`src/hdl/cfgSettings.svh`:
```
`ifndef CFG_SETTINGS_SVH
`define CFG_SETTINGS_SVH

// system clock and line rate
`define CFG_CLOCK_FREQUENCY 100_000_000
`define CFG_BAUD_RATE       115_200

// clock cycles per UART bit, 868 at the values above
`define CFG_BIT_CYCLES (`CFG_CLOCK_FREQUENCY / `CFG_BAUD_RATE)

// inactivity limit in clock cycles, a little under two byte times
`define CFG_TIMEOUT_CYCLES 16_776

// frame header
`define CFG_FRAME_ID    24'h00AAFF
`define CFG_CMD_WRITE_A 7'h01      // compared against command bits 6:0
`define CFG_CMD_WRITE_B 7'h02

`endif

```
`src/hdl/cfgPkg.sv`:
```
`default_nettype none

package cfgPkg;

    typedef logic [7:0]  byteT;
    typedef logic [31:0] wordT;
    typedef logic [3:0]  nibbleT;

    // receiver bit sequencing
    typedef enum logic [3:0] {
        rxWaitStart  = 4'd0,  // line idle, looking for a low level
        rxStartDelay = 4'd1,  // half a bit into the start bit
        rxDataBits   = 4'd2,
        rxStopBit    = 4'd3
    } rxStateT;

    // frame sequencing, header states are consecutive
    typedef enum logic [2:0] {
        frIdle     = 3'd0,
        frId0      = 3'd1,
        frId1      = 3'd2,
        frId2      = 3'd3,
        frCommand  = 3'd4,
        frEvaluate = 3'd5,  // single cycle
        frPayload  = 3'd6
    } frameStateT;

endpackage

`default_nettype wire

```
`src/hdl/uartRx.sv`:
```
`default_nettype none

`include "cfgSettings.svh"

module uartRx
    import cfgPkg::*;
(
    input  logic CLK,
    input  logic resetn,
    input  logic rx,
    output byteT rxByte,
    output logic byteValid,
    output logic startSeen
);

    localparam int BitCycles  = `CFG_BIT_CYCLES;
    localparam int CountWidth = $clog2(BitCycles);
    localparam logic [CountWidth-1:0] HalfBit = CountWidth'(BitCycles / 2);
    localparam logic [CountWidth-1:0] FullBit = CountWidth'(BitCycles - 1);

    logic                  rxMeta;
    logic                  rxSync;
    logic [CountWidth-1:0] tickCount;
    logic                  tick;
    rxStateT               state;
    logic [2:0]            bitCount;
    byteT                  shiftReg;

    // line is idle high
    always_ff @(posedge CLK or negedge resetn) begin
        if (!resetn) begin
            rxMeta <= 1'b1;
            rxSync <= 1'b1;
        end else begin
            rxMeta <= rx;
            rxSync <= rxMeta;
        end
    end

    // held in reload while waiting, first tick lands mid start bit
    always_ff @(posedge CLK or negedge resetn) begin
        if (!resetn) begin
            tickCount <= HalfBit;
            tick      <= 1'b0;
        end else if (state == rxWaitStart) begin
            tickCount <= HalfBit;
            tick      <= 1'b0;
        end else if (tickCount == '0) begin
            tickCount <= FullBit;
            tick      <= 1'b1;
        end else begin
            tickCount <= tickCount - 1'b1;
            tick      <= 1'b0;
        end
    end

    always_ff @(posedge CLK or negedge resetn) begin
        if (!resetn) begin
            state     <= rxWaitStart;
            bitCount  <= '0;
            byteValid <= 1'b0;
        end else begin
            byteValid <= 1'b0;
            case (state)
                rxWaitStart: begin
                    if (!rxSync) state <= rxStartDelay;
                end
                rxStartDelay: begin
                    if (tick) begin
                        bitCount <= '0;
                        // high again at mid bit means a glitch
                        state    <= rxSync ? rxWaitStart : rxDataBits;
                    end
                end
                rxDataBits: begin
                    if (tick) begin
                        bitCount <= bitCount + 1'b1;
                        if (bitCount == 3'd7) state <= rxStopBit;
                    end
                end
                rxStopBit: begin
                    if (tick) begin
                        byteValid <= rxSync;  // framing error drops the byte
                        state     <= rxWaitStart;
                    end
                end
                default: state <= rxWaitStart;
            endcase
        end
    end

    // LSB first, so shift in from the top
    always_ff @(posedge CLK) begin
        if (state == rxDataBits && tick) shiftReg <= {rxSync, shiftReg[7:1]};
    end

    assign rxByte    = shiftReg;  // stable until the next data bit
    assign startSeen = (state == rxWaitStart) && !rxSync;

endmodule

`default_nettype wire

```
`src/hdl/frameParser.sv`:
```
`default_nettype none

`include "cfgSettings.svh"

module frameParser
    import cfgPkg::*;
(
    input  logic CLK,
    input  logic resetn,
    input  byteT rxByte,
    input  logic byteValid,
    input  logic startSeen,
    output byteT command,
    output logic payloadActive,
    output logic dataByteValid,
    output logic binaryMode,
    output logic frameAccepted
);

    localparam int TimeoutWidth = $clog2(`CFG_TIMEOUT_CYCLES + 1);
    localparam logic [TimeoutWidth-1:0] TimeoutLoad = TimeoutWidth'(`CFG_TIMEOUT_CYCLES);

    frameStateT              state;
    logic [23:0]             idReg;
    byteT                    commandReg;
    logic [TimeoutWidth-1:0] timeoutCount;
    logic                    timedOut;
    logic                    idMatch;
    logic                    commandOk;

    assign idMatch   = (idReg == `CFG_FRAME_ID);
    assign commandOk = (commandReg[6:0] == `CFG_CMD_WRITE_A) ||
                       (commandReg[6:0] == `CFG_CMD_WRITE_B);
    assign timedOut  = (timeoutCount == '0) && (state != frIdle);

    // inactivity timer, restarted by every received byte
    always_ff @(posedge CLK or negedge resetn) begin
        if (!resetn) begin
            timeoutCount <= TimeoutLoad;
        end else if (state == frIdle || byteValid) begin
            timeoutCount <= TimeoutLoad;
        end else if (timeoutCount != '0) begin
            timeoutCount <= timeoutCount - 1'b1;
        end
    end

    always_ff @(posedge CLK or negedge resetn) begin
        if (!resetn) begin
            state      <= frIdle;
            commandReg <= '0;
        end else begin
            case (state)
                frIdle: begin
                    if (startSeen) state <= frId0;
                end
                frId0, frId1, frId2, frCommand: begin
                    if (timedOut) begin
                        state <= frIdle;  // header abandoned
                    end else if (byteValid) begin
                        state <= frameStateT'(state + 3'd1);
                        if (state == frCommand) commandReg <= rxByte;
                    end
                end
                frEvaluate: begin
                    state <= (idMatch && commandOk) ? frPayload : frIdle;
                end
                frPayload: begin
                    if (timedOut) state <= frIdle;  // end of payload stream
                end
                default: state <= frIdle;
            endcase
        end
    end

    // identifier bytes, most significant first
    always_ff @(posedge CLK) begin
        if (byteValid) begin
            case (state)
                frId0:   idReg[23:16] <= rxByte;
                frId1:   idReg[15:8]  <= rxByte;
                frId2:   idReg[7:0]   <= rxByte;
                default: idReg        <= idReg;
            endcase
        end
    end

    assign command       = commandReg;
    assign payloadActive = (state == frPayload);
    assign dataByteValid = byteValid && payloadActive;
    assign binaryMode    = !commandReg[7];  // bit 7 set selects ASCII hex
    assign frameAccepted = (state == frEvaluate) && idMatch && commandOk;

endmodule

`default_nettype wire

```
`src/hdl/hexDecoder.sv`:
```
`default_nettype none

module hexDecoder
    import cfgPkg::*;
(
    input  logic CLK,
    input  logic resetn,
    input  byteT rxByte,
    input  logic dataByteValid,
    input  logic payloadActive,
    output byteT hexByte,
    output logic hexValid
);

    logic   digitOk;
    nibbleT digitValue;
    logic   highPending;  // first character of a pair seen
    nibbleT highNibble;

    // 0-9, A-F and a-f
    always_comb begin
        digitOk    = 1'b0;
        digitValue = rxByte[3:0];
        if (rxByte >= 8'h30 && rxByte <= 8'h39) begin
            digitOk = 1'b1;
        end else if ((rxByte >= 8'h41 && rxByte <= 8'h46) ||
                     (rxByte >= 8'h61 && rxByte <= 8'h66)) begin
            digitOk    = 1'b1;
            digitValue = rxByte[3:0] + 4'd9;  // 'A' is 0x41
        end
    end

    always_ff @(posedge CLK or negedge resetn) begin
        if (!resetn) begin
            highPending <= 1'b0;
            hexValid    <= 1'b0;
        end else begin
            hexValid <= 1'b0;
            if (!payloadActive) begin
                highPending <= 1'b0;
            end else if (dataByteValid) begin
                if (!digitOk) begin
                    highPending <= 1'b0;  // stray character, drop half byte
                end else if (!highPending) begin
                    highPending <= 1'b1;
                end else begin
                    highPending <= 1'b0;
                    hexValid    <= 1'b1;
                end
            end
        end
    end

    always_ff @(posedge CLK) begin
        if (dataByteValid && digitOk) begin
            if (!highPending) highNibble <= digitValue;
            else hexByte <= {highNibble, digitValue};
        end
    end

endmodule

`default_nettype wire

```
`src/hdl/wordAssembler.sv`:
```
`default_nettype none

module wordAssembler
    import cfgPkg::*;
(
    input  logic CLK,
    input  logic resetn,
    input  byteT rxByte,
    input  logic dataByteValid,
    input  byteT hexByte,
    input  logic hexValid,
    input  logic binaryMode,
    input  logic frameAccepted,
    output wordT writeData,
    output logic writeStrobe
);

    logic       byteStrobe;
    byteT       byteIn;
    logic [1:0] bytePos;  // 0 is the top byte

    // raw bytes in binary mode, decoded pairs otherwise
    assign byteStrobe = binaryMode ? dataByteValid : hexValid;
    assign byteIn     = binaryMode ? rxByte : hexByte;

    always_ff @(posedge CLK or negedge resetn) begin
        if (!resetn) begin
            bytePos     <= '0;
            writeData   <= '0;
            writeStrobe <= 1'b0;
        end else begin
            writeStrobe <= 1'b0;
            if (frameAccepted) begin
                // new frame, forget any partial word
                bytePos   <= '0;
                writeData <= '0;
            end else if (byteStrobe) begin
                // ~bytePos is 3 - bytePos, so position 0 lands in bits 31:24
                writeData[{~bytePos, 3'b000} +: 8] <= byteIn;
                bytePos     <= bytePos + 1'b1;
                writeStrobe <= (bytePos == 2'd3);
            end
        end
    end

endmodule

`default_nettype wire

```
`src/hdl/configUart.sv`:
```
`default_nettype none

module configUart
    import cfgPkg::*;
(
    input  logic CLK,
    input  logic resetn,
    input  logic rx,
    output wordT writeData,
    output logic writeStrobe,
    output logic comActive,
    output byteT command
);

    byteT rxByte;
    logic byteValid;
    logic startSeen;
    logic dataByteValid;
    logic binaryMode;
    logic frameAccepted;
    byteT hexByte;
    logic hexValid;

    uartRx i_uartRx (
        .CLK      (CLK),
        .resetn   (resetn),
        .rx       (rx),
        .rxByte   (rxByte),
        .byteValid(byteValid),
        .startSeen(startSeen)
    );

    // comActive doubles as the payload phase level
    frameParser i_frameParser (
        .CLK          (CLK),
        .resetn       (resetn),
        .rxByte       (rxByte),
        .byteValid    (byteValid),
        .startSeen    (startSeen),
        .command      (command),
        .payloadActive(comActive),
        .dataByteValid(dataByteValid),
        .binaryMode   (binaryMode),
        .frameAccepted(frameAccepted)
    );

    hexDecoder i_hexDecoder (
        .CLK          (CLK),
        .resetn       (resetn),
        .rxByte       (rxByte),
        .dataByteValid(dataByteValid),
        .payloadActive(comActive),
        .hexByte      (hexByte),
        .hexValid     (hexValid)
    );

    wordAssembler i_wordAssembler (
        .CLK          (CLK),
        .resetn       (resetn),
        .rxByte       (rxByte),
        .dataByteValid(dataByteValid),
        .hexByte      (hexByte),
        .hexValid     (hexValid),
        .binaryMode   (binaryMode),
        .frameAccepted(frameAccepted),
        .writeData    (writeData),
        .writeStrobe  (writeStrobe)
    );

endmodule

`default_nettype wire

```
`config.mk`:
```
export PLATFORM = sky130hd
export DESIGN_NAME = configUart
export DESIGN_NICKNAME = d
export VERILOG_FILES = /design/src/hdl/cfgPkg.sv /design/src/hdl/uartRx.sv /design/src/hdl/frameParser.sv /design/src/hdl/hexDecoder.sv /design/src/hdl/wordAssembler.sv /design/src/hdl/configUart.sv
export VERILOG_INCLUDE_DIRS = /design/src /design/src/hdl
export SDC_FILE = /design/constraint.sdc
export NUM_CORES = 1
export LEC_CHECK = 0
export BUFFER_PORTS_ARGS = -buffer_cell sky130_fd_sc_hd__buf_4
export CAP_MARGIN = 10
export CORE_MARGIN = 5
export CORE_UTILIZATION = 29
export CTS_CLUSTER_SIZE = 30
export DETAILED_ROUTE_END_ITERATION = 8
export PLACE_DENSITY = 0.54
export SLEW_MARGIN = 25
export SYNTH_ARGS = -nofsm -noshare
export SYNTH_HDL_FRONTEND = slang
export SYNTH_SLANG_ARGS = --single-unit
```
`constraint.sdc`:
```
create_clock -name CLK -period 3.8 [get_ports CLK]
set_input_delay 0.19 -clock CLK [delete_from_list [all_inputs] [get_ports CLK]]
set_output_delay 0.19 -clock CLK [all_outputs]
set_load 0.01 [all_outputs]
```
# [Word-level counts from Yosys, hierarchy flattened]
# Cells that the tools add are included.
[word_totals] mem_count=0 mem_bits_rw=0 reg_bits=128 romBits=0 inputBits=3 latchBits=0
[op_classes] div_mod_pow=0 bitwise=3 n_addsub=7 n_reduce_logical=34 n_mul=0 n_eq_ne=23 shifts=2 muxes=45 order_cmp=6
[ops] cell="32-bit two-way mux" n=2
[ops] cell="32-bit bitwise mux" n=1
[ops] cell="8-bit by 7-bit variable shift with 32-bit output, first input constant" n=1
[ops] cell="8-bit by 7-bit indexed part select with 32-bit output" n=1
[ops] cell="15-bit two-way mux" n=2
[ops] cell="4-bit two-way mux" n=7
[ops] cell="24-bit by 16-bit == test with 1-bit output, second input constant" n=1
[ops] cell="3-bit two-way mux" n=7
[ops] cell="10-bit two-way mux" n=2
[ops] cell="1-bit two-way mux" n=17
[ops] cell="8-bit by 7-bit >= comparator with 1-bit output, second input constant" n=2
[ops] cell="8-bit by 7-bit less-or-equal comparator with 1-bit output, second input constant" n=2
[ops] cell="4-bit case mux with 4 select lines" n=1
[ops] cell="15-bit logical NOT" n=1
[ops] cell="15-bit nonzero test" n=1
[ops] cell="15-bit by 1-bit subtractor with 15-bit output, second input constant" n=1
[ops] cell="3-bit == test, second input constant" n=4
[ops] cell="2-bit by 1-bit != test with 1-bit output, second input constant" n=6
[ops] cell="3-bit case mux with 4 select lines" n=1
[ops] cell="1-bit logical AND" n=11
[ops] cell="10-bit logical NOT" n=1
[ops] cell="2-bit AND reduction" n=5
[ops] cell="10-bit by 1-bit subtractor with 10-bit output, second input constant" n=1
[ops] cell="4-bit by 2-bit == test with 1-bit output, second input constant" n=2
[ops] cell="29 further kinds" n=40

# [Logic depth before layout (Yosys ltp)]
# Gate-level depths: netlist of run 1.
[depth] ltp_word=8 mapped_depth=8 ltp_nobuf=7

# [Modules after synthesis]
# Synthesis of run 1 repeated with hierarchy kept, for this count alone.
[hier_totals] hier_cells=477 hier_area_um2=6027.0
[modules_own_cells] mod="frameParser" cells_per_inst=178 n_inst=1 area_per_inst_um2=2311.0 seq_area_each_um2=1376.3
[modules_own_cells] mod="wordAssembler" cells_per_inst=158 n_inst=1 area_per_inst_um2=1919.3 seq_area_each_um2=875.8
[modules_own_cells] mod="uartRx" cells_per_inst=100 n_inst=1 area_per_inst_um2=1181.1 seq_area_each_um2=724.4
[modules_own_cells] mod="hexDecoder" cells_per_inst=41 n_inst=1 area_per_inst_um2=615.6 seq_area_each_um2=410.4

# [Worst setup path after synthesis of run 1]
# No wires, ideal clock.
[synth_path] path_type="flip-flop to flip-flop" startpoint="register i_uartRx.shiftReg[4], in the netlist i_uartRx.rxByte[4]" endpoint="register i_hexDecoder.hexByte[0], enable pin" stages_incl_launch_ff=5 path_slack_ps=1028 n_path_buf=0 setup_ps=385 required_ps=3415 period_less_slack_ps=2772 arrival_ps=2387 path_cell_list="edfxtp_1 -> or4b_2 -> a311oi_2 -> nor2_1 -> nor3b_1"
[synth_via] elab_chain_len=7
[synth_rtl] element="start: declaration" line_no="uartRx.sv:27" rtl="byteT shiftReg;"
[synth_rtl] element="start signal: assignment" line_no="uartRx.sv:94" rtl="if (state == rxDataBits && tick) shiftReg <= {rxSync, shiftReg[7:1]};"
[synth_rtl] element="8-bit by 7-bit >= comparator with 1-bit output, or another cell as far along" line_no="hexDecoder.sv:26" rtl="end else if ((rxByte >= 8'h41 && rxByte <= 8'h46) ||"
[synth_rtl] element="1-bit logical AND, on equally long branches" line_no="hexDecoder.sv:26, hexDecoder.sv:27"
[synth_rtl] element="1-bit logical OR" line_no="hexDecoder.sv:26"
[synth_rtl] element="1-bit two-way mux" line_no="hexDecoder.sv:26"
[synth_rtl] element="1-bit two-way mux (*)" line_no="hexDecoder.sv:24" rtl="if (rxByte >= 8'h30 && rxByte <= 8'h39) begin"
[synth_rtl] element="1-bit logical AND (*)" line_no="hexDecoder.sv:55" rtl="if (dataByteValid && digitOk) begin"
[synth_rtl] element="2-bit AND reduction (no source line) (*)"
[synth_rtl] element="end signal: assignment" line_no="hexDecoder.sv:57" rtl="else hexByte <= {highNibble, digitValue};"
[synth_rtl] element="end: declaration" line_no="hexDecoder.sv:11" rtl="output byteT hexByte,"
# Every way passes the cells marked *; elsewhere a longest branch is shown, timed or not.
# A chain may end at the register's enable or synchronous reset.

# [Worst setup path after layout of run 1]
[layout_path] startpoint="register i_uartRx.shiftReg[4], in the netlist i_uartRx.rxByte[4]" endpoint="register i_hexDecoder.highNibble[2], enable pin"
[layout_via] elab_chain_len=7
[layout_rtl] element="8-bit by 7-bit >= comparator with 1-bit output, or another cell as far along" line_no="hexDecoder.sv:26"
[layout_rtl] element="1-bit logical AND, on equally long branches" line_no="hexDecoder.sv:26, hexDecoder.sv:27"
[layout_rtl] element="1-bit logical OR" line_no="hexDecoder.sv:26"
[layout_rtl] element="1-bit two-way mux" line_no="hexDecoder.sv:26"
[layout_rtl] element="1-bit two-way mux (*)" line_no="hexDecoder.sv:24"
[layout_rtl] element="1-bit logical AND (*)" line_no="hexDecoder.sv:55"
[layout_rtl] element="2-bit AND reduction (no source line) (*)"
[layout_rtl] element="end signal: assignment" line_no="hexDecoder.sv:56" rtl="if (!highPending) highNibble <= digitValue;"
[layout_rtl] element="end: declaration" line_no="hexDecoder.sv:18" rtl="nibbleT highNibble;"
# Marks and branches as above.

==> results of run 1 <==
[worst max-delay path, delay by kind of cell, from the launching register on]
kind	cells	cell delay, ps
AO/OA/AOI/OAI	1	500
AND/OR/NAND/NOR	3	1360
flip-flops	1	510
[cells by family after synthesis]
kind of cell,synth area share
compound gates,0.0574
xor+xnor,0.0257
fa+ha+maj,0.0475
buf+inv,0.0278
flops,0.584
mux,0.0858
simple gates,0.172
[layout make-up]
class                   count  area (µm²)
clock buffers              17         425
repair buffers             49         377
inverters                  21        78.8
clock inverters            15         140
flip-flops and latches    126        3390
fillers                  1933       12600
multi-input cells         334        2250
well taps                 265         332
[layer usage]
metal / global-route usage / wire, µm / vias up
li1: - / - / 1871
met1: 0.146 / 5630 / 1858
met2: 0.200 / 6350 / 74
met3: 0.0299 / 638 / 19
met4: 0.0440 / 203 / 0
met5: 0 / 0 / -
[flip-flops by register name, summed over array words and instances (netlist names), 2 cells and up]
register                    cells
i_frameParser.command           8
i_frameParser.idReg            24
i_frameParser.state             3
i_frameParser.timeoutCount     15
i_hexDecoder.hexByte            8
i_hexDecoder.highNibble         4
i_uartRx.bitCount               3
i_uartRx.rxByte                 8
i_uartRx.state                  2
i_uartRx.tickCount             10
i_wordAssembler.bytePos         2
i_wordAssembler.writeData      32
[synth_stat cells (3+ instances only)]
master	instances
or3_1	6
nor3_1	10
edfxtp_1	44
a31oi_1	3
o21bai_1	3
inv_1	21
nand3b_1	4
a21oi_1	10
nor2b_1	6
and2_1	4
xor2_1	6
mux2_2	6
nand2_1	20
clkbuf_1	12
o21ai_0	10
nand2b_1	7
a22o_1	3
nor3b_1	6
xnor2_1	11
nor2_1	91
buf_6	3
nand4_1	5
nand3_1	9
dfrtp_1	71
nor4b_1	4
ha_1	22
nor4_1	8
mux2i_1	43
dfstp_2	11
and3_1	4
[power groups by stage]
stage	clock network, µW	logic, µW	registers (µW)
2_1_floorplan	0	0.300	1430
3_5_place_dp	0	21.1	1430
4_1_cts	1600	23.0	1400
6_report	1560	21.2	1400
3_3_place_gp	0	20.0	1430
5_1_grt	1660	25.5	1400
[what timing repair did]
action / 4_1_cts / 5_1_grt
hold buffers: 2 / 0
buffers inserted: 0 / 0
hold endpoints to repair: 72 / 0
endpoints found under the setup margin: 0 / 0
[stage by stage]
| stage | hold slack [ps] | util | power, µW |
|---|---|---|---|
| 2_1_floorplan | -106 | - | 1430 |
| 3_3_place_gp | 302 | 0.327 | 1450 |
| 3_5_place_dp | 305 | 0.327 | 1450 |
| 4_1_cts | 358 | 0.357 | 3020 |
| 5_1_grt | 361 | 0.357 | 3090 |
| 6_report | 356 | 0.357 | 2980 |
[final timing paths]
kind                               startpoint                       endpoint  depth (start not counted)
max                        i_uartRx.rxByte[4]     i_hexDecoder.highNibble[2]                          4
min                           i_uartRx.rxMeta                i_uartRx.rxSync                          0
max reg2reg                i_uartRx.rxByte[4]     i_hexDecoder.highNibble[2]                          4
min reg2reg                   i_uartRx.rxMeta                i_uartRx.rxSync                          0
max in group asynchronous              resetn              i_uartRx.state[1]                          2
min in group asynchronous              resetn  i_wordAssembler.writeData[27]                          2
==> flow_metrics.env, run 1 <==
export IMPL_run_status="finished clean"
export IMPL_layout_min_cycle_time_ps=2730
export IMPL_fp_row_count=51
export IMPL_seqPwrFrac=0.470
export IMPL_ys_warn_count=0
export IMPL_synth_largest_area_cell="dfrtp_1"
export IMPL_crit_slowest_cell="or4b_2"
export IMPL_die_h_um=151
export IMPL_final_common_cell="nor2_1"
export IMPL_drive_above_1_share=0.185
export IMPL_rsz0062_at_grt="no"
export IMPL_cts_buffers=17
export IMPL_post_cts_resized=0
export IMPL_syn_area_mm2=0.00580
export IMPL_ioPinCount=45
export IMPL_final_setup_skew_ps=6.96
export IMPL_timing_fmax_mhz=366
export IMPL_dpl_cell_count=793
export IMPL_track_usage=0.119
export IMPL_cp_cell_sequence="or4b_2 > a311oi_2 > nor2_1 > nor3_1"
export IMPL_end_kind="flop"
export IMPL_layout_common_cells="91 x nor2_1, 71 x dfrtp_1, 46 x buf_4"
export IMPL_period_share=0.719
export IMPL_clock_root_buffer="clkbuf_16"
export IMPL_worst_ep_arrival_time_ps=2780
export IMPL_h_tree_depth=4
export IMPL_path_max_fanout=8
export IMPL_drt_first_pass_iters=4
export IMPL_ys_types=58
export IMPL_wirelength_um=12800
export IMPL_cts_buffer_depth=2
export IMPL_synth_edff_count=44
export IMPL_drt_wirelength_per_cell_um=15.5
export IMPL_dp_hpwl_um=8740
export IMPL_fin_cells=827
export IMPL_syn_num_nets=522
export IMPL_place_area_mm2=0.00641
export IMPL_drt_iter0_drc=215
export IMPL_crit_path_start_kind="flop"
export IMPL_finalHoldViolCount=0
export IMPL_yosys_top_cells_area="dfrtp_1 31%, edfxtp_1 23%, mux2i_1 7.4%"
export IMPL_vdd_drop_max_mv=0.307
export IMPL_cap_viol_max_count=0
export IMPL_grt_max_degree=83
export IMPL_start_util=0.296
export IMPL_p_int_uw=2270
export IMPL_switchingPower_uw=707
export IMPL_power_share_clock=0.522
export IMPL_dp_slack_ps=1110
export IMPL_core_area_mm2=0.0196
export IMPL_setup_ws_ps=1070
export IMPL_grt_first_pass_wirelength_um=21100
export IMPL_ys_ff_latch=126
export IMPL_clk_pin_slew_ps=60
export IMPL_yosys_area_top_type_share=0.306
export IMPL_min_path_type="reg2reg"
export IMPL_drc=0
export IMPL_route_vias_total=3822
export IMPL_rrSetupSlack_ps=1070
export IMPL_dieArea_mm2=0.0229
export IMPL_slew_headroom=0.349
export IMPL_cts_tree="done"
export IMPL_setup_viol=0
export IMPL_worst_pin_slew_ps=974
export IMPL_area_delta_synth_final_pct=20.5
export IMPL_p_comb_frac=0.007
export IMPL_synthFlopType="dfrtp_1"
export IMPL_stdcell_area_mm2=0.00699
export IMPL_fin_setup_tns_ps=0
export IMPL_swShare=0.237
export IMPL_grt_overflow=0
export IMPL_drv_slew=0
export IMPL_clk_latency_ps=410
export IMPL_avgSynthCellArea_um2=11.7
export IMPL_cpPeakStageDelay_ps=720
export IMPL_gp_congestion=0.781
export IMPL_chipWidth_um=151
export IMPL_p_per_area_mw_per_mm2=426
export IMPL_critical_path_class="reg2reg"
export IMPL_p_leak_uw=0.00296
export IMPL_seq_area_frac_synth=0.584
export IMPL_diodes=0
export IMPL_port_buffers=44
export IMPL_first_global_vias=4089
export IMPL_viasPerCell=4.62
export IMPL_async_flop_share=0.651
export IMPL_drtAntennaViolNets=0
export IMPL_critical_path_required_ps=3850
export IMPL_clock_sinks=126
export IMPL_antenna_found_initial=0
export IMPL_synth_cells=497
export IMPL_nNetsFinal=574
Power figures use the tool's default switching activity.
==> inputs of run 2 (changes only) <==
--- a/config.mk
+++ b/config.mk
@@ -12,7 +12,7 @@
 export CORE_UTILIZATION = 29
 export CTS_CLUSTER_SIZE = 30
 export DETAILED_ROUTE_END_ITERATION = 8
-export PLACE_DENSITY = 0.54
+export PLACE_DENSITY = 0.56
 export SLEW_MARGIN = 25
 export SYNTH_ARGS = -nofsm -noshare
 export SYNTH_HDL_FRONTEND = slang
==> constraint.sdc (replaced) <==
create_clock -name CLK -period 2.2 [get_ports CLK]
set_input_delay 0.11 -clock CLK [delete_from_list [all_inputs] [get_ports CLK]]
set_output_delay 0.11 -clock CLK [all_outputs]
set_load 0.01 [all_outputs]
==> run 2 against run 1 <==
  * Fmax rose by 28%
  * Worst setup slack got worse by 1000 ps
  * Cell area rose by 4.4%
  * Non-clock buffer count rose by 31
  * Largest cell class unchanged
==> flow_metrics.env, run 2 (synthesized netlist as in run 1, its figures left out) <==
export IMPL_run_status="finished clean"
export IMPL_p_comb_frac=0.008
export IMPL_clk_latency_ps=410
export IMPL_dp_slack_ps=77.3
export IMPL_switchingPower_uw=1040
export IMPL_drv_slew=0
export IMPL_final_setup_skew_ps=7.67
export IMPL_finalHoldViolCount=0
export IMPL_crit_slowest_cell="or4b_1"
export IMPL_reg_top3="i_wordAssembler.writeData: 32 flops, i_frameParser.idReg: 24 flops, i_frameParser.timeoutCount: 15 flops"
export IMPL_antenna_found_initial=0
export IMPL_cpPeakStageDelay_ps=520
export IMPL_cts_setup_buffers=0
export IMPL_critical_path_required_ps=2490
export IMPL_track_usage=0.121
export IMPL_ioPinCount=45
export IMPL_h_tree_depth=4
export IMPL_cts_tree="done"
export IMPL_layout_common_cells="90 x nor2_1, 74 x buf_4, 71 x dfrtp_1"
export IMPL_nNetsFinal=605
export IMPL_drtAntennaViolNets=0
export IMPL_drt_wirelength_per_cell_um=15.1
export IMPL_drive_above_1_share=0.228
export IMPL_fp_row_count=51
export IMPL_clock_sinks=126
export IMPL_timing_fmax_mhz=467
export IMPL_critical_path_class="reg2reg"
export IMPL_viasPerCell=4.64
export IMPL_diodes=0
export IMPL_p_int_uw=4080
export IMPL_largest_reg_flops=32
export IMPL_multi_input_area_mm2=0.00229
export IMPL_worst_ep_arrival_time_ps=2430
export IMPL_drt_iter0_drc=172
export IMPL_min_path_type="in2async"
export IMPL_cts_buffers=17
export IMPL_final_common_cell="nor2_1"
export IMPL_p_leak_uw=0.00314
export IMPL_port_buffers=44
export IMPL_p_per_area_mw_per_mm2=701
export IMPL_die_h_um=151
export IMPL_slew_headroom=0.576
export IMPL_rsz0062_at_grt="no"
export IMPL_clock_root_buffer="clkbuf_16"
export IMPL_seqPwrFrac=0.474
export IMPL_wirelength_um=13000
export IMPL_start_util=0.296
export IMPL_dpl_cell_count=824
export IMPL_crit_path_start_kind="flop"
export IMPL_fin_setup_tns_ps=0
export IMPL_setup_ws_ps=58.2
export IMPL_fin_cells=858
export IMPL_grt_overflow=0
export IMPL_layout_min_cycle_time_ps=2140
export IMPL_fin_hold_ws_ps=213
export IMPL_fillers=1895
export IMPL_first_global_vias=4065
export IMPL_end_kind="flop"
export IMPL_drc=0
export IMPL_core_area_mm2=0.0196
export IMPL_gp_congestion=0.793
export IMPL_path_max_fanout=35
export IMPL_vdd_drop_max_mv=0.502
export IMPL_register_area_mm2=0.00339
export IMPL_period_share=0.974
export IMPL_cap_viol_max_count=0
export IMPL_clk_pin_slew_ps=60
export IMPL_stdcell_area_mm2=0.00730
export IMPL_worst_pin_slew_ps=618
export IMPL_grt_first_pass_wirelength_um=21400
export IMPL_setup_viol=0
export IMPL_grt_max_degree=47
export IMPL_area_delta_synth_final_pct=25.8
export IMPL_power_share_clock=0.518
export IMPL_top_register="i_wordAssembler.writeData"
export IMPL_route_vias_total=3985
export IMPL_swShare=0.203
export IMPL_drt_first_pass_iters=5
export IMPL_cts_buffer_depth=2
export IMPL_cp_cell_sequence="or4b_1 > or4_4 > nor4_4 > buf_12 > nor3b_1"
export IMPL_place_area_mm2=0.00672
export IMPL_chipWidth_um=151
export IMPL_dp_hpwl_um=8980
export IMPL_dieArea_mm2=0.0229
==> run 2: metrics by stage <==
step           power, µW   util
2_1_floorplan       2470      -
3_3_place_gp        2510  0.343
3_5_place_dp        2510  0.343
4_1_cts             5180  0.372
5_1_grt             5310  0.373
6_report            5110  0.373
==> run 2: power by group through the flow <==
stage | combinational, µW | sequential, µW | clock [µW]
final | 39.7 | 2420 | 2650
after global routing | 48.0 | 2420 | 2840
after CTS | 42.9 | 2420 | 2720
after detailed placement | 40.3 | 2470 | 0
after global placement | 38.8 | 2470 | 0
after floorplan | 0.517 | 2470 | 0
==> run 2: area by class of cell <==
cell class,count,area share
Clock buffer,19,0.0593
Timing Repair Buffer,80,0.0898
Clock inverter,13,0.0170
Multi-Input combinational cell,334,0.314
Sequential cell,126,0.464
Inverter,21,0.0108
Tap cell,265,0.0454
==> run 2: final timing paths <==
path / start / end / slack [ps] / cells after the start
max in group asynchronous: resetn / i_frameParser.timeoutCount[3] / 1290 / 3
worst max register to register: i_frameParser.command[5] / i_wordAssembler.writeStrobe / 60 / 5
worst min register to register: i_uartRx.rxMeta / i_uartRx.rxSync / 350 / 0
min in group CLK: rx / i_uartRx.rxMeta / 350 / 2
worst min-delay path: resetn / i_wordAssembler.writeData[31] / 210 / 2
worst max-delay path: i_frameParser.command[5] / i_wordAssembler.writeStrobe / 60 / 5
==> run 2: routing by layer <==
layer / vias to the layer above / part of all wire / wire, µm / track usage
met5: - / 0 / 0 / 0
met4: 0 / 0.0083 / 108 / 0.0317
met3: 9 / 0.037 / 479 / 0.0386
met2: 72 / 0.49 / 6340 / 0.197
met1: 1972 / 0.47 / 6050 / 0.155
li1: 1932 / - / - / -
==> run 2: timing repair <==
| item | 4_1_cts | 5_1_grt |
|---|---|---|
| endpoints found under the setup margin | 0 | 16 |
| gates resized for setup | 0 | 1 |
| hold buffers | 2 | 0 |
| hold endpoints to repair | 37 | 0 |
==> run 2: worst max-delay path, delay by kind of cell (launching register included) <==
| kind | cells | cell delay, ps |
|---|---|---|
| buffers and inverters | 1 | 240 |
| flip-flops | 1 | 390 |
| AND/OR/NAND/NOR | 4 | 1370 |
==> inputs of run 3 (changes only) <==
--- a/config.mk
+++ b/config.mk
@@ -6,13 +6,13 @@
 export SDC_FILE = /design/constraint.sdc
 export NUM_CORES = 1
 export LEC_CHECK = 0
-export BUFFER_PORTS_ARGS = -buffer_cell sky130_fd_sc_hd__buf_4
 export CAP_MARGIN = 10
 export CORE_MARGIN = 5
 export CORE_UTILIZATION = 29
 export CTS_CLUSTER_SIZE = 30
 export DETAILED_ROUTE_END_ITERATION = 8
-export PLACE_DENSITY = 0.56
+export DONT_BUFFER_PORTS = 1
+export PLACE_DENSITY = 0.54
 export SLEW_MARGIN = 25
 export SYNTH_ARGS = -nofsm -noshare
 export SYNTH_HDL_FRONTEND = slang
==> run 3 against run 2 <==
  * Register-to-register slack hardly changed
  * Wire length barely moved
  * Critical path depth rose by 2
  * Worst setup slack improved by 13 ps
  * Clock skew is 1.5 ps higher
  * Global-route usage is 0.20 points lower
  * Cell count fell by 4.4%
  * Sequential power about the same
  * Cell area is 2.1% lower
  * Critical endpoint is now i_wordAssembler.writeData[31]
  * Largest cell class unchanged
  * Largest power group unchanged
==> flow_metrics.env, run 3 (synthesized netlist as in run 1, its figures left out) <==
export IMPL_run_status="finished clean"
export IMPL_p_comb_frac=0.007
export IMPL_die_h_um=151
export IMPL_clk_pin_slew_ps=60
export IMPL_cts_buffer_depth=2
export IMPL_drt_wirelength_per_cell_um=15.8
export IMPL_ioPinCount=45
export IMPL_drv_slew=0
export IMPL_p_leak_uw=0.00299
export IMPL_dieArea_mm2=0.0229
export IMPL_grt_overflow=0
export IMPL_cts_buffers=17
export IMPL_final_common_cell="nor2_1"
export IMPL_drtAntennaViolNets=0
export IMPL_power_share_clock=0.533
export IMPL_min_delay_path_depth=1
export IMPL_r2r_cells=7
export IMPL_swShare=0.205
export IMPL_min_from="rx"
export IMPL_clock_sinks=126
export IMPL_cap_viol_max_count=0
export IMPL_setup_viol=0
export IMPL_largest_reg_flops=32
export IMPL_start_util=0.296
export IMPL_end_kind="flop"
export IMPL_crit_path_start_kind="flop"
export IMPL_p_per_area_mw_per_mm2=737
export IMPL_vdd_drop_max_mv=0.636
export IMPL_wirelength_um=13000
export IMPL_critical_path_required_ps=2490
export IMPL_viasPerCell=4.60
export IMPL_timing_fmax_mhz=470
export IMPL_route_vias_total=3775
export IMPL_nNetsFinal=567
export IMPL_drive_above_1_share=0.186
export IMPL_port_buffers=0
export IMPL_antenna_found_initial=0
export IMPL_layout_min_cycle_time_ps=2130
export IMPL_drt_first_pass_iters=4
export IMPL_period_share=0.968
export IMPL_finalHoldViolCount=0
export IMPL_final_setup_skew_ps=9.20
export IMPL_r2r_end="i_wordAssembler.writeData[31]"
export IMPL_dpl_cell_count=779
export IMPL_h_tree_depth=4
export IMPL_drc=0
export IMPL_critical_path_class="reg2reg"
export IMPL_fp_row_count=51
export IMPL_top_register="i_wordAssembler.writeData"
export IMPL_slew_headroom=0.582
export IMPL_chipWidth_um=151
export IMPL_track_usage=0.119
export IMPL_cpPeakStageDelay_ps=510
export IMPL_grt_first_pass_wirelength_um=20900
export IMPL_path_max_fanout=8
export IMPL_clock_root_buffer="clkbuf_16"
export IMPL_worst_pin_slew_ps=610
export IMPL_worst_ep_arrival_time_ps=2420
export IMPL_first_global_vias=3965
export IMPL_dp_hpwl_um=8680
export IMPL_fin_cells=820
export IMPL_p_int_uw=4190
export IMPL_min_to="i_uartRx.rxMeta"
export IMPL_crit_slowest_cell="or4b_1"
export IMPL_grt_max_degree=83
export IMPL_cp_cell_sequence="or4b_1 > or4_4 > nor4_4 > buf_4 > buf_12 > buf_12 > nor2_1"
export IMPL_rrSetupSlack_ps=70
export IMPL_area_delta_synth_final_pct=23.3
export IMPL_reg_top3="i_wordAssembler.writeData: 32 flops, i_frameParser.idReg: 24 flops, i_frameParser.timeoutCount: 15 flops"
export IMPL_fin_setup_tns_ps=0
export IMPL_diodes=0
export IMPL_min_path_type="in2reg"
export IMPL_r2r_start="i_frameParser.command[5]"
export IMPL_clk_latency_ps=410
export IMPL_switchingPower_uw=1080
export IMPL_timing_critical_path_mode_cell="buf_12"
export IMPL_seqPwrFrac=0.460
export IMPL_gp_congestion=0.784
export IMPL_layout_common_cells="88 x nor2_1, 71 x dfrtp_1, 44 x edfxtp_1"
export IMPL_drt_iter0_drc=169
export IMPL_cts_tree="done"
export IMPL_rsz0062_at_grt="yes"
export IMPL_core_area_mm2=0.0196
-- run 3: cell types whose count changed in the layout (fill, tap and decap cells not counted), moves of 3 or more --
cell / before / now
inv_6: 0 / 3
clkinv_2: 5 / 2
clkbuf_16: 17 / 20
buf_4: 74 / 32
-- run 3: per-layer routing --
metal	global-route usage	vias to the layer above	wire (µm)
met2	0.200	50	6500
met4	0.0444	0	146
met3	0.0344	12	517
li1	-	1857	-
met5	0	-	0
met1	0.143	1856	5820
-- run 3: cell type report --
cell class,instances,area (µm²)
Clock buffer,22,507
Clock inverter,10,95.1
Fill cell,1940,12400
Inverter,21,78.8
Multi-Input combinational cell,334,2320
Sequential cell,126,3390
Tap cell,265,332
Timing Repair Buffer,42,433
-- run 3: worst max path at each step --
stage,startpoint,end,depth (start not counted)
after global placement,i_frameParser.command[5],i_frameParser.state[2],6
after floorplan,i_frameParser.command[5],i_wordAssembler.writeData[10],5
final,i_frameParser.command[5],i_wordAssembler.writeData[31],7
after CTS,i_uartRx.rxByte[0],i_hexDecoder.highNibble[1],6
after global routing,i_frameParser.command[5],i_frameParser.state[1],7
after detailed placement,i_uartRx.rxByte[0],i_hexDecoder.highNibble[1],6
-- run 3: stage by stage --
step | power, µW | hold slack (ps) | util | worst slack [ps] | instance area [µm²]
after floorplan | 2470 | -186 | - | 46.4 | 5840
after global placement | 2470 | -183 | 0.325 | 103 | 6370
after detailed placement | 2470 | -183 | 0.325 | 33.1 | 6370
after CTS | 5330 | 231 | 0.358 | 26.0 | 7020
after global routing | 5460 | 227 | 0.365 | -9.49 | 7150
final | 5270 | 246 | 0.365 | 71.4 | 7150
-- run 3: power by group through the flow --
stage | clock network [µW] | registers (µW) | logic [µW]
2_1_floorplan | 0 | 2470 | 0.517
3_3_place_gp | 0 | 2470 | 0.585
3_5_place_dp | 0 | 2470 | 0.584
4_1_cts | 2870 | 2420 | 41.9
5_1_grt | 2990 | 2420 | 47.0
6_report | 2800 | 2420 | 38.8
-- run 3: what timing repair did --
| action | CTS | global route |
|---|---|---|
| buffers inserted | 0 | 5 |
| hold buffers | 3 | 0 |
| endpoints found under the hold margin | 83 | 0 |
| endpoints found under the setup margin | 0 | 15 |
| gates resized for setup | 0 | 6 |
-- run 3: worst max-delay path: cells and delay by family (launching register included) --
family        cells  cell delay (ps)
buf+inv           3              410
flops             1              370
simple gates      4             1230
